File: config.mk
export PLATFORM = sky130hd
export DESIGN_NAME = cpu_top
export DESIGN_NICKNAME = d
export VERILOG_FILES = /design/src/common/isa_pkg.sv /design/src/common/thread_pkg.sv /design/src/hdl/int_alu.sv /design/src/cpu/thread_sched.sv /design/src/cpu/thread_regs.sv /design/src/cpu/cpu_core.sv /design/src/hdl/cpu_top.sv
export VERILOG_INCLUDE_DIRS = /design/src /design/src/common
export SDC_FILE = /design/constraint.sdc
export NUM_CORES = 2
export LEC_CHECK = 0
export ABC_AREA = 1
export BUFFER_PORTS_ARGS = -buffer_cell sky130_fd_sc_hd__buf_4
export CORE_ASPECT_RATIO = 0.7
export CORE_UTILIZATION = 55
export DETAILED_ROUTE_END_ITERATION = 10
export PLACE_DENSITY = 0.71
export SYNTH_ARGS = -nofsm -noshare
export SYNTH_HDL_FRONTEND = slang
export SYNTH_HIERARCHICAL = 1
export SYNTH_SLANG_ARGS = --single-unit
File: constraint.sdc
create_clock -name CLK -period 3.9 [get_ports CLK]
set_input_delay 0.78 -clock CLK [delete_from_list [all_inputs] [get_ports CLK]]
set_output_delay 0.78 -clock CLK [all_outputs]
set_load 0.05 [all_outputs]
File: src/common/cpu_cfg.svh
`ifndef CPU_CFG_SVH
`define CPU_CFG_SVH

// ****************************************
// core dimensions
// ****************************************

// hardware threads sharing the execute datapath
`define CPU_N_THREADS 4

// general purpose registers in each thread bank
`define CPU_N_REGS 4

// register and memory data word
`define CPU_DATA_W 16

// instruction store address, 64 words
`define CPU_IADDR_W 6

// one instruction word
`define CPU_INSTR_W 16

// per-thread offset into memory,
// the thread number is prepended on the bus
`define CPU_MADDR_W 8

`endif

File: src/common/isa_pkg.sv
`default_nettype none

`include "cpu_cfg.svh"

package isa_pkg;

	// field widths, opcode sits in the top bits
	localparam int OPCODE_W = 4;
	localparam int REG_W = $clog2(`CPU_N_REGS);
	localparam int COND_W = 2;
	localparam int IMM_W = 8;

	typedef enum logic [OPCODE_W-1:0] {
		OP_NOP,
		OP_MV_R_C,
		OP_ADD_R_C,
		OP_SUB_R_C,
		OP_AND_R_C,
		OP_SHR1,
		OP_MV_R_MEM,
		OP_MV_OUT_R,
		OP_JMP,
		OP_HALT
	} opcode_e;

	// condition checked against flags as they were before the instruction
	typedef enum logic [COND_W-1:0] {
		COND_ALWAYS,
		COND_ZERO,
		COND_NZERO,
		COND_CARRY
	} cond_e;

	// opcode | reg | cond | imm
	typedef struct packed {
		opcode_e op;
		logic [REG_W-1:0] rd;
		cond_e cond;
		logic [IMM_W-1:0] imm;
	} instr_t;

endpackage

`default_nettype wire

File: src/common/thread_pkg.sv
`default_nettype none

`include "cpu_cfg.svh"

package thread_pkg;

	localparam int THREAD_W = $clog2(`CPU_N_THREADS);

	// index of a hardware thread
	typedef logic [THREAD_W-1:0] thread_num_t;

	// a thread either waits for a start or competes for the datapath
	typedef enum logic {
		TS_IDLE,
		TS_RUN
	} thread_state_e;

endpackage

`default_nettype wire

File: src/hdl/int_alu.sv
`default_nettype none

`include "cpu_cfg.svh"

module int_alu (
	input wire isa_pkg::opcode_e op,
	input wire [`CPU_DATA_W-1:0] a,
	input wire [isa_pkg::IMM_W-1:0] imm,
	output logic [`CPU_DATA_W-1:0] result,
	output logic zf,
	output logic cf
);
	import isa_pkg::*;

	logic [`CPU_DATA_W-1:0] imm_ext;

	// immediate is zero extended
	assign imm_ext = {{(`CPU_DATA_W-IMM_W){1'b0}}, imm};

	always_comb begin
		result = a;
		cf = 1'b0;
		case (op)
			OP_MV_R_C: result = imm_ext;
			// carry out of the top bit
			OP_ADD_R_C: {cf, result} = {1'b0, a} + {1'b0, imm_ext};
			// top bit set here is a borrow
			OP_SUB_R_C: {cf, result} = {1'b0, a} - {1'b0, imm_ext};
			OP_AND_R_C: result = a & imm_ext;
			OP_SHR1: begin
				result = {1'b0, a[`CPU_DATA_W-1:1]};
				cf = a[0];
			end
			default: begin
			end
		endcase
		zf = (result == '0);
	end

endmodule

`default_nettype wire

File: src/cpu/thread_sched.sv
`default_nettype none

`include "cpu_cfg.svh"

module thread_sched (
	input wire CLK,
	input wire rst,
	input wire prog_we,
	input wire [`CPU_IADDR_W-1:0] prog_addr,
	input wire [`CPU_INSTR_W-1:0] prog_data,
	input wire cfg_start,
	input wire thread_pkg::thread_num_t cfg_thread,
	input wire [`CPU_IADDR_W-1:0] cfg_entry,
	input wire pc_step,
	input wire pc_load,
	input wire [`CPU_IADDR_W-1:0] jump_addr,
	input wire halt,
	input wire switch,
	output thread_pkg::thread_num_t cur_thread,
	output logic cur_valid,
	output logic [`CPU_INSTR_W-1:0] instr,
	output logic busy
);
	import thread_pkg::*;

	localparam int N = `CPU_N_THREADS;

	logic [`CPU_INSTR_W-1:0] imem [2**`CPU_IADDR_W];
	logic [`CPU_IADDR_W-1:0] pc [N];
	thread_state_e ts [N];
	thread_num_t nxt_thread;
	logic do_switch;

	// ****************************************
	// instruction store
	// ****************************************
	// registered read at the current thread's pc,
	// the word is valid one cycle after a thread or pc change
	always_ff @(posedge CLK) begin
		if (prog_we) begin
			imem[prog_addr] <= prog_data;
		end
		instr <= imem[pc[cur_thread]];
	end

	// ****************************************
	// round-robin choice
	// ****************************************
	// nearest running thread after the current one wins,
	// loop runs far to near so the nearest overwrites
	always_comb begin
		thread_num_t cand;
		nxt_thread = cur_thread;
		for (int i = N - 1; i >= 1; i--) begin
			cand = thread_num_t'((int'(cur_thread) + i) % N);
			if (ts[cand] == TS_RUN) begin
				nxt_thread = cand;
			end
		end
	end

	always_comb begin
		busy = 1'b0;
		for (int i = 0; i < N; i++) begin
			busy = busy | (ts[i] == TS_RUN);
		end
	end

	assign cur_valid = (ts[cur_thread] == TS_RUN);

	// an idle current thread also moves on, that way a freshly
	// started thread is picked up while the core waits in fetch
	assign do_switch = switch | pc_load | halt | ~cur_valid;

	always_ff @(posedge CLK) begin
		if (rst) begin
			cur_thread <= '0;
			for (int i = 0; i < N; i++) begin
				ts[i] <= TS_IDLE;
				pc[i] <= '0;
			end
		end else begin
			// start of a running thread is dropped
			if (cfg_start && ts[cfg_thread] == TS_IDLE) begin
				pc[cfg_thread] <= cfg_entry;
				ts[cfg_thread] <= TS_RUN;
			end
			if (pc_load) begin
				pc[cur_thread] <= jump_addr;
			end else if (pc_step) begin
				pc[cur_thread] <= pc[cur_thread] + 1'b1;
			end
			if (halt) begin
				ts[cur_thread] <= TS_IDLE;
			end
			if (do_switch) begin
				cur_thread <= nxt_thread;
			end
		end
	end

endmodule

`default_nettype wire

File: src/cpu/thread_regs.sv
`default_nettype none

`include "cpu_cfg.svh"

module thread_regs (
	input wire CLK,
	input wire rst,
	input wire thread_pkg::thread_num_t rd_thread,
	input wire [$clog2(`CPU_N_REGS)-1:0] rd_addr,
	input wire wr_en,
	input wire thread_pkg::thread_num_t wr_thread,
	input wire [$clog2(`CPU_N_REGS)-1:0] wr_addr,
	input wire [`CPU_DATA_W-1:0] wr_data,
	input wire flag_en,
	input wire zf_in,
	input wire cf_in,
	output logic [`CPU_DATA_W-1:0] rd_data,
	output logic zf,
	output logic cf
);
	localparam int N = `CPU_N_THREADS;
	localparam int R = `CPU_N_REGS;

	logic [`CPU_DATA_W-1:0] regs [N][R];
	logic zf_q [N];
	logic cf_q [N];

	// ****************************************
	// register banks
	// ****************************************
	// one bank per thread, all cleared on reset
	always_ff @(posedge CLK) begin
		if (rst) begin
			for (int t = 0; t < N; t++) begin
				for (int r = 0; r < R; r++) begin
					regs[t][r] <= '0;
				end
				zf_q[t] <= 1'b0;
				cf_q[t] <= 1'b0;
			end
		end else begin
			if (wr_en) begin
				regs[wr_thread][wr_addr] <= wr_data;
			end
			// zf and cf always move together
			if (flag_en) begin
				zf_q[wr_thread] <= zf_in;
				cf_q[wr_thread] <= cf_in;
			end
		end
	end

	// synchronous read, data is there the cycle after the address
	always_ff @(posedge CLK) begin
		rd_data <= regs[rd_thread][rd_addr];
	end

	// flags of the selected thread go straight to the condition check
	assign zf = zf_q[rd_thread];
	assign cf = cf_q[rd_thread];

endmodule

`default_nettype wire

File: src/cpu/cpu_core.sv
`default_nettype none

`include "cpu_cfg.svh"

module cpu_core (
	input wire CLK,
	input wire rst,
	input wire thread_pkg::thread_num_t cur_thread,
	input wire cur_valid,
	input wire [`CPU_INSTR_W-1:0] instr,
	input wire [`CPU_DATA_W-1:0] rd_data,
	input wire zf,
	input wire cf,
	input wire [`CPU_DATA_W-1:0] alu_result,
	input wire alu_zf,
	input wire alu_cf,
	input wire mem_ack,
	input wire [`CPU_DATA_W-1:0] mem_data,
	input wire out_ack,
	output logic pc_step,
	output logic pc_load,
	output logic [`CPU_IADDR_W-1:0] jump_addr,
	output logic halt,
	output logic switch,
	output logic [isa_pkg::REG_W-1:0] rd_addr,
	output logic wr_en,
	output logic [isa_pkg::REG_W-1:0] wr_addr,
	output logic [`CPU_DATA_W-1:0] wr_data,
	output logic flag_en,
	output logic zf_wr,
	output logic cf_wr,
	output isa_pkg::opcode_e alu_op,
	output logic [isa_pkg::IMM_W-1:0] alu_imm,
	output logic mem_req,
	output logic [thread_pkg::THREAD_W+`CPU_MADDR_W-1:0] mem_addr,
	output logic out_req,
	output thread_pkg::thread_num_t out_thread,
	output logic [`CPU_DATA_W-1:0] out_data
);
	import isa_pkg::*;

	typedef enum logic [2:0] {
		ST_FETCH,
		ST_DECODE,
		ST_EXEC,
		ST_MEM,
		ST_OUT
	} state_e;

	state_e st;
	instr_t ir;
	instr_t dec;
	logic cond_true;
	logic exec_go;
	logic sets_flags;

	// ****************************************
	// decode
	// ****************************************
	// word from the store is valid in ST_DECODE,
	// register read is issued from it in the same cycle
	assign dec = instr_t'(instr);
	assign rd_addr = dec.rd;

	// execute stage works from the latched word
	assign alu_op = ir.op;
	assign alu_imm = ir.imm;
	assign jump_addr = ir.imm[`CPU_IADDR_W-1:0];
	assign zf_wr = alu_zf;
	assign cf_wr = alu_cf;

	always_comb begin
		case (ir.cond)
			COND_ZERO: cond_true = zf;
			COND_NZERO: cond_true = ~zf;
			COND_CARRY: cond_true = cf;
			default: cond_true = 1'b1;
		endcase
	end

	assign exec_go = (st == ST_EXEC) && cond_true;

	// MV_R_C writes the register but leaves the flags alone
	assign sets_flags = (ir.op == OP_ADD_R_C) || (ir.op == OP_SUB_R_C)
		|| (ir.op == OP_AND_R_C) || (ir.op == OP_SHR1);

	// ****************************************
	// write back and scheduler controls
	// ****************************************
	always_comb begin
		pc_step = 1'b0;
		pc_load = 1'b0;
		halt = 1'b0;
		switch = 1'b0;
		wr_en = 1'b0;
		flag_en = 1'b0;
		wr_addr = ir.rd;
		wr_data = alu_result;
		case (st)
			ST_EXEC: begin
				if (!cond_true) begin
					// skipped instruction still steps the pc
					pc_step = 1'b1;
				end else begin
					case (ir.op)
						OP_MV_R_C, OP_ADD_R_C, OP_SUB_R_C, OP_AND_R_C, OP_SHR1: begin
							wr_en = 1'b1;
							flag_en = sets_flags;
							pc_step = 1'b1;
						end
						// both finish after their handshake
						OP_MV_R_MEM, OP_MV_OUT_R: begin
						end
						// scheduler switches thread on these two
						OP_JMP: pc_load = 1'b1;
						OP_HALT: halt = 1'b1;
						default: pc_step = 1'b1;
					endcase
				end
			end
			ST_MEM: begin
				wr_data = mem_data;
				// data is written on the ack, once
				wr_en = mem_req & mem_ack;
				// falling ack ends the load, datapath goes to the next thread
				if (!mem_req && !mem_ack) begin
					pc_step = 1'b1;
					switch = 1'b1;
				end
			end
			ST_OUT: begin
				// output does not give up the datapath
				pc_step = ~out_req & ~out_ack;
			end
			default: begin
			end
		endcase
	end

	// ****************************************
	// state machine and handshakes
	// ****************************************
	always_ff @(posedge CLK) begin
		if (rst) begin
			st <= ST_FETCH;
			mem_req <= 1'b0;
			out_req <= 1'b0;
		end else begin
			case (st)
				// hold here while no thread runs
				ST_FETCH: begin
					if (cur_valid) begin
						st <= ST_DECODE;
					end
				end
				ST_DECODE: st <= ST_EXEC;
				ST_EXEC: begin
					if (exec_go && ir.op == OP_MV_R_MEM) begin
						st <= ST_MEM;
						mem_req <= 1'b1;
					end else if (exec_go && ir.op == OP_MV_OUT_R) begin
						st <= ST_OUT;
						out_req <= 1'b1;
					end else begin
						st <= ST_FETCH;
					end
				end
				ST_MEM: begin
					if (mem_req && mem_ack) begin
						mem_req <= 1'b0;
					end else if (!mem_req && !mem_ack) begin
						st <= ST_FETCH;
					end
				end
				ST_OUT: begin
					if (out_req && out_ack) begin
						out_req <= 1'b0;
					end else if (!out_req && !out_ack) begin
						st <= ST_FETCH;
					end
				end
				default: st <= ST_FETCH;
			endcase
		end
	end

	// payload, stable for the whole handshake
	always_ff @(posedge CLK) begin
		if (st == ST_DECODE) begin
			ir <= dec;
		end
		if (st == ST_EXEC) begin
			mem_addr <= {cur_thread, ir.imm[`CPU_MADDR_W-1:0]};
			out_thread <= cur_thread;
			out_data <= rd_data;
		end
	end

endmodule

`default_nettype wire

File: src/hdl/cpu_top.sv
`default_nettype none

`include "cpu_cfg.svh"

module cpu_top (
	input wire CLK,
	input wire rst,
	input wire prog_we,
	input wire [`CPU_IADDR_W-1:0] prog_addr,
	input wire [`CPU_INSTR_W-1:0] prog_data,
	input wire cfg_start,
	input wire thread_pkg::thread_num_t cfg_thread,
	input wire [`CPU_IADDR_W-1:0] cfg_entry,
	output logic busy,
	output logic mem_req,
	output logic [thread_pkg::THREAD_W+`CPU_MADDR_W-1:0] mem_addr,
	input wire mem_ack,
	input wire [`CPU_DATA_W-1:0] mem_data,
	output logic out_req,
	output thread_pkg::thread_num_t out_thread,
	output logic [`CPU_DATA_W-1:0] out_data,
	input wire out_ack
);
	import isa_pkg::*;
	import thread_pkg::*;

	thread_num_t cur_thread;
	logic cur_valid;
	logic [`CPU_INSTR_W-1:0] instr;
	logic pc_step;
	logic pc_load;
	logic halt;
	logic switch;
	logic [`CPU_IADDR_W-1:0] jump_addr;
	logic [REG_W-1:0] rd_addr;
	logic [REG_W-1:0] wr_addr;
	logic [`CPU_DATA_W-1:0] rd_data;
	logic [`CPU_DATA_W-1:0] wr_data;
	logic [`CPU_DATA_W-1:0] alu_result;
	logic wr_en;
	logic flag_en;
	logic zf_wr;
	logic cf_wr;
	logic zf;
	logic cf;
	logic alu_zf;
	logic alu_cf;
	opcode_e alu_op;
	logic [IMM_W-1:0] alu_imm;

	// ****************************************
	// thread choice and instruction supply
	// ****************************************
	thread_sched u_sched (
		.CLK(CLK), .rst(rst),
		.prog_we(prog_we), .prog_addr(prog_addr), .prog_data(prog_data),
		.cfg_start(cfg_start), .cfg_thread(cfg_thread), .cfg_entry(cfg_entry),
		.pc_step(pc_step), .pc_load(pc_load), .jump_addr(jump_addr),
		.halt(halt), .switch(switch),
		.cur_thread(cur_thread), .cur_valid(cur_valid), .instr(instr), .busy(busy)
	);

	// one instruction in flight at a time
	cpu_core u_core (
		.CLK(CLK), .rst(rst),
		.cur_thread(cur_thread), .cur_valid(cur_valid), .instr(instr),
		.rd_data(rd_data), .zf(zf), .cf(cf),
		.alu_result(alu_result), .alu_zf(alu_zf), .alu_cf(alu_cf),
		.mem_ack(mem_ack), .mem_data(mem_data), .out_ack(out_ack),
		.pc_step(pc_step), .pc_load(pc_load), .jump_addr(jump_addr),
		.halt(halt), .switch(switch),
		.rd_addr(rd_addr), .wr_en(wr_en), .wr_addr(wr_addr), .wr_data(wr_data),
		.flag_en(flag_en), .zf_wr(zf_wr), .cf_wr(cf_wr),
		.alu_op(alu_op), .alu_imm(alu_imm),
		.mem_req(mem_req), .mem_addr(mem_addr),
		.out_req(out_req), .out_thread(out_thread), .out_data(out_data)
	);

	// read and write both go to the current thread's bank
	thread_regs u_regs (
		.CLK(CLK), .rst(rst),
		.rd_thread(cur_thread), .rd_addr(rd_addr),
		.wr_en(wr_en), .wr_thread(cur_thread), .wr_addr(wr_addr), .wr_data(wr_data),
		.flag_en(flag_en), .zf_in(zf_wr), .cf_in(cf_wr),
		.rd_data(rd_data), .zf(zf), .cf(cf)
	);

	int_alu u_alu (
		.op(alu_op), .a(rd_data), .imm(alu_imm),
		.result(alu_result), .zf(alu_zf), .cf(alu_cf)
	);

endmodule

`default_nettype wire

# Word-level counts from Yosys, hierarchy flattened
# Memories as Yosys holds them, arrays and structs flattened. A register that Yosys moved wholly into a read port is not among the register bits.
# Index checks and enable logic that the tools add are counted.
# op_classes
reduce_logical	34
div_mod_pow	0
n_addsub	6
bitwise_logic	17
n_mul	0
muxes	99
n_lt_le_gt_ge	3
n_shift	0
n_eq_ne	26
# ops
cell	count
$mux 64	3
$pmux 16 s5	1
$mux 16	4
$reduce_or 64->1	1
$mux 1	52
$mux 2	20
$bmux 16 s2	1
$demux 16 s2	1
$mux 3	7
$mux 6	3
$add 16x8->17	1
$sub 16x8->17	1
$and 16x8->16	1
$eq 4x3->1 const B	4
$logic_not 16->1	1
$pmux 3 s5	1
$ne 2x2->1 const B	6
$reduce_or 6->1	2
$logic_and 1x1->1	9
$pmux 1 s3	3
$eq 4x2->1 const B	2
$eq 4x4->1 const B	2
$ne 2x1->1 const B	4
$or 1x1->1	7
27 further kinds	48
# totals
mem_count	6
elab_cells	203
mem_bits_ro	0
output_inout_bits	31
inputBits	52
reg_bits	67
ramBits	1316
latchBits	0
# memory_table
memory	depth	width	read_ports	rd_ports_with_merged_regs	write_ports	line	source
u_sched.imem	64	16	1	1	1	thread_sched.sv:28	logic [`CPU_INSTR_W-1:0] imem [2**`CPU_IADDR_W];
u_regs.regs	4	64	1	1	4	thread_regs.sv:24	logic [`CPU_DATA_W-1:0] regs [N][R];
u_sched.pc	4	6	1	1	4	thread_sched.sv:29	logic [`CPU_IADDR_W-1:0] pc [N];
u_regs.cf_q	4	1	1	1	4	thread_regs.sv:26	logic cf_q [N];
u_regs.zf_q	4	1	1	1	4	thread_regs.sv:25	logic zf_q [N];
u_sched.ts	4	1	9	1	4	thread_sched.sv:30	thread_state_e ts [N];

# Logic depth before layout (Yosys ltp)
# depth
word_depth	12
mapped_depth	22
ltp_nobuf	19

# Cells and area by module
# Netlist, hierarchy kept.
# modules_own_cells
module	cells_per_inst	instances	seq_area_each_um2	area_each_um2
thread_sched	4333	1	31950.6	46657.2
thread_regs	1439	1	8247.9	12973.7
int_alu	437	1	0.0	2115.8
cpu_core	192	1	1361.3	2083.2

# Least setup slack after synthesis
# OpenSTA, ideal clock, no wires.
# synth_path
path_type	register -> register
startpoint	register u_sched.cur_thread[0]
endpoint	memory u_regs/regs[0][48] (netlist name) (enable)
stages_incl_launch_ff	15
n_path_buf	4
period_less_slack_ns	3.340
setup_slack_ns	0.560
setup_ns	0.372
t_arrival_ns	2.968
required_time_ns	3.528
cell_sequence	dfxtp_1 -> buf_2 -> buf_2 -> clkbuf_1 -> o21ai_0 -> o22ai_1 -> nand2_1 -> nand3_1 -> nand3_1 -> nand2_1 -> nand2_2 -> nor3_2 -> nand2_1 -> clkbuf_1 -> nand2_1
# synth_rtl
item	line	source
start: declaration	thread_sched.sv:19	output thread_pkg::thread_num_t cur_thread,
start signal: assignment	thread_sched.sv:97	cur_thread <= nxt_thread;
end: declaration	thread_regs.sv:24	

==> impl_metrics.env <==
export IMPL_vias=46248
export IMPL_fmax_ghz=0.291
export IMPL_rsz0062_at_grt="false"
export IMPL_design_area_um2=70900
export IMPL_seq_area_frac_synth_pct=65.1
export IMPL_die_h_um=287
export IMPL_post_cts_buffers=0
export IMPL_synth_main_ff_cell="edfxtp_1"
export IMPL_wl_um=178000
export IMPL_outcome="finished clean"
export IMPL_critPathCaptureType="register"
export IMPL_critPathKind="register to register"
export IMPL_rows=104
export IMPL_post_cts_resized=0
export IMPL_grt_pass1_vias=42499
export IMPL_hpwl_um=108000
export IMPL_setup_tns_ps=0
export IMPL_final_antenna_net_count=0
export IMPL_synth_mux_area_share_pct=0.0157
export IMPL_clockRootBuffer="clkbuf_16"
export IMPL_cp_max_fo=51
export IMPL_fin_crit_sh_pct=88.1
export IMPL_cp_arrival_ps=4070
export IMPL_maxSlewHeadroom_pct=33.2
export IMPL_ys_types=46
export IMPL_synth_top_family_by_area="simple AND/OR/NAND/NOR gates"
export IMPL_drc=0
export IMPL_core_area_um2=115000
export IMPL_skew_ps=21.1
export IMPL_setup_viol=0
export IMPL_syn_mean_instance_area_um2=9.97
export IMPL_dpl_cell_area_um2=66300
export IMPL_path_clk_slew_ps=60
export IMPL_cp_start_kind="register"
export IMPL_grt_max_degree=120
export IMPL_drive_above_1_share_pct=8.60
export IMPL_hold_buffers=0
export IMPL_finalWorstPathRequiredPeriod_ps=3440
export IMPL_dieArea_um2=117000
export IMPL_die_width_um=409
export IMPL_synth_area_um2=63800
export IMPL_fin_hold_ws_ps=312
export IMPL_num_fill_cells=9196
export IMPL_wire_per_inst_um=22.0
export IMPL_hold_violations=0
export IMPL_synthAdderAreaFrac_pct=0.474
export IMPL_clock_latency_ps=770
export IMPL_viasPerCell=5.72
export IMPL_grt_pass1_wl_um=266000
export IMPL_peakVddDrop_mv=0.592
export IMPL_grt_overflow_total=0
export IMPL_ios=83
export IMPL_initial_core_util_pct=55.5
export IMPL_ys_warn_count=6
export IMPL_synth_fp_nets=6476
export IMPL_synthCells=6401
export IMPL_synth_compound_area_share_pct=2.29
export IMPL_cap_viol_max_count=0
export IMPL_grt_usage_pct=30.2
export IMPL_worst_ep_required_time_ps=4540
export IMPL_areaGrowthSynthToFinish_pct=11.0
export IMPL_hp_class="primary input to register"
export IMPL_cts_tree="done"
export IMPL_tightestPinTransition_ps=1000
export IMPL_clock_sinks=1399
export IMPL_synth_edff_count=1354
export IMPL_leakagePower_nw=29.0
export IMPL_grt_antenna_before_repair=2
export IMPL_h_tree_depth=4
export IMPL_numCtsBuffers=136
export IMPL_finalWeightedCongestion=0.937
export IMPL_maxSlewViolCount=0
export IMPL_total_power_mw=50.5
export IMPL_numPortBuffers=82
export IMPL_powerDensity_nw_per_um2=713
export IMPL_dr_pass1_iters=8
export IMPL_synth_xor_area_share_pct=0.0549
export IMPL_synth_seq_cells=1399
export IMPL_drt_initial_drc_count=6421
export IMPL_synth_simple_area_share_pct=24.5
export IMPL_clockBufferDepth=3
export IMPL_nets=6522
export IMPL_synth_async_reset_ratio_pct=0
## critical path, cell delays in order (launching register included)
cell     delay [ps]
dfxtp_1         520
inv_4           140
nand2_2         110
nand3_4         290
nand2_8         320
buf_4           530
buf_4           380
nand2_1         100
nand3_1         100
nand2_1          50
nor2_1          100
nand2_1          70
nand3_1         110
nand2_1          70
nand2_1         260
nand2_1          80
## final timing paths
check | startpoint | to | slack (ps) | cells past startpoint
hold / removal | rst | u_core/st[2]$_SDFFE_PP0P_ | 310 | 2
setup reg to reg | register | u_sched/instr[2]$_DFF_P_ | 460 | 15
hold reg to reg | u_sched/instr[14]$_DFF_P_ | u_core/alu_op[2]$_DFFE_PN_ | 490 | 0
setup / recovery | register | u_sched/instr[2]$_DFF_P_ | 460 | 15
## flip-flops by register name, indices dropped and copies added, names as in the netlist, 2 cells and up, named ones only
| signal | count |
|---|---|
| u_sched/cur_thread | 2 |
| u_sched/pc | 24 |
| u_core/mem_addr | 10 |
| u_sched/imem | 1024 |
| u_regs/regs | 256 |
| u_core/wr_addr | 2 |
| u_core/alu_op | 4 |
| u_sched/ts | 4 |
| u_core/st | 3 |
| u_core/alu_imm | 8 |
| u_regs/rd_data | 16 |
| u_regs/zf_q | 4 |
| u_core/ir | 2 |
| u_regs/cf_q | 4 |
| u_core/out_data | 16 |
| u_sched/instr | 16 |
## per-stage QoR
stage               setup slack [ps]  utilization [%]  cells
finish                           464             61.6   8090
global route                     216             61.6   8086
CTS                              566             61.6   8085
detailed placement               567             57.7   7846
global placement                 671             57.7   7846
floorplan                        560                -   6401
## per-layer routing
| layer | global-route usage (%) | up-vias | part of all wire, % | wire (µm) |
|---|---|---|---|---|
| li1 | - | 21183 | - | - |
| met1 | 46.9 | 22104 | 43 | 76200 |
| met2 | 42.4 | 2722 | 42 | 74600 |
| met3 | 7.17 | 239 | 13 | 23800 |
| met4 | 7.66 | 0 | 1.8 | 3240 |
| met5 | 0 | - | 0 | 0 |
## power breakdown
part / switching [mW] / total, mW / leakage [nW] / internal, mW
Clock: 5.69 / 13.5 / 2.21 / 7.80
Sequential: 0.555 / 17.6 / 12.9 / 17.1
Combinational: 14.4 / 19.4 / 13.8 / 4.98
## placed cells by master (no fill, tap or decap), types with 5 or more instances in the layout
| cell | netlist | layout |
|---|---|---|
| a21oi_1 | 93 | 93 |
| buf_12 | 0 | 19 |
| buf_4 | 44 | 263 |
| bufinv_16 | 0 | 16 |
| clkbuf_1 | 100 | 27 |
| clkbuf_16 | 0 | 140 |
| clkbuf_8 | 0 | 8 |
| clkinv_1 | 2 | 16 |
| clkinv_2 | 0 | 21 |
| clkinv_8 | 0 | 7 |
| dfxtp_1 | 45 | 43 |
| diode_2 | 0 | 5 |
| edfxtp_1 | 1354 | 1354 |
| ha_1 | 21 | 21 |
| inv_1 | 773 | 772 |
| inv_2 | 7 | 7 |
| inv_4 | 3 | 5 |
| nand2_1 | 1832 | 1831 |
| nand2_2 | 21 | 20 |
| nand3_1 | 829 | 829 |
| nand3b_1 | 236 | 236 |
| nand4_1 | 18 | 18 |
| nor2_1 | 555 | 553 |
| nor2_2 | 3 | 5 |
| nor2_4 | 7 | 7 |
| nor3_1 | 8 | 8 |
| nor4_2 | 0 | 8 |
| o211ai_1 | 41 | 41 |
| o21ai_0 | 101 | 101 |
| o21ai_1 | 11 | 11 |
| o22ai_1 | 8 | 8 |
| or2_1 | 6 | 6 |
| or2_2 | 11 | 11 |
## cell families (layout without fill, tap and decap cells)
logic type               Yosys count  after routing
multiplexers                       1              1
other                              0              5
flip-flops                      1399           1399
adder cells (fa/ha/maj)           23             23
XOR/XNOR                           4              4
AO/OA/AOI/OAI                    264            264
buffers and inverters           1159           1306
AND/OR/NAND/NOR                 3551           3551
## final cells by class
type | count | area (µm²) | area share (%)
antenna | 5 | 12.5 | 0.0177
timing repair buffer | 282 | 2350 | 3.32
inverter | 785 | 2960 | 4.18
multi-input combinational | 3843 | 17500 | 24.8
clock buffer | 175 | 3710 | 5.24
sequential | 1399 | 41600 | 58.7
tap | 1537 | 1920 | 2.71
clock inverter | 64 | 797 | 1.12
## Yosys cell counts (8+ instances only)
library cell | instances | area [µm²]
edfxtp_1 | 1354 | 40700
o211ai_1 | 41 | 308
or2_2 | 11 | 68.8
o21ai_0 | 101 | 505
nor3_1 | 8 | 40.0
buf_1 | 28 | 105
nor2_1 | 555 | 2080
o22ai_1 | 8 | 50.1
o21ai_1 | 11 | 55.1
buf_2 | 193 | 966
nand4_1 | 18 | 113
ha_1 | 21 | 263
nand3b_1 | 236 | 1770
buf_6 | 9 | 101
inv_1 | 773 | 2900
a21oi_1 | 93 | 465
nand2_1 | 1832 | 6880
nand2_2 | 21 | 131
buf_4 | 44 | 330
dfxtp_1 | 45 | 901
nand3_1 | 829 | 4150
clkbuf_1 | 100 | 375
nor4_1 | 9 | 56.3
(Power assumes the default switching activity.)
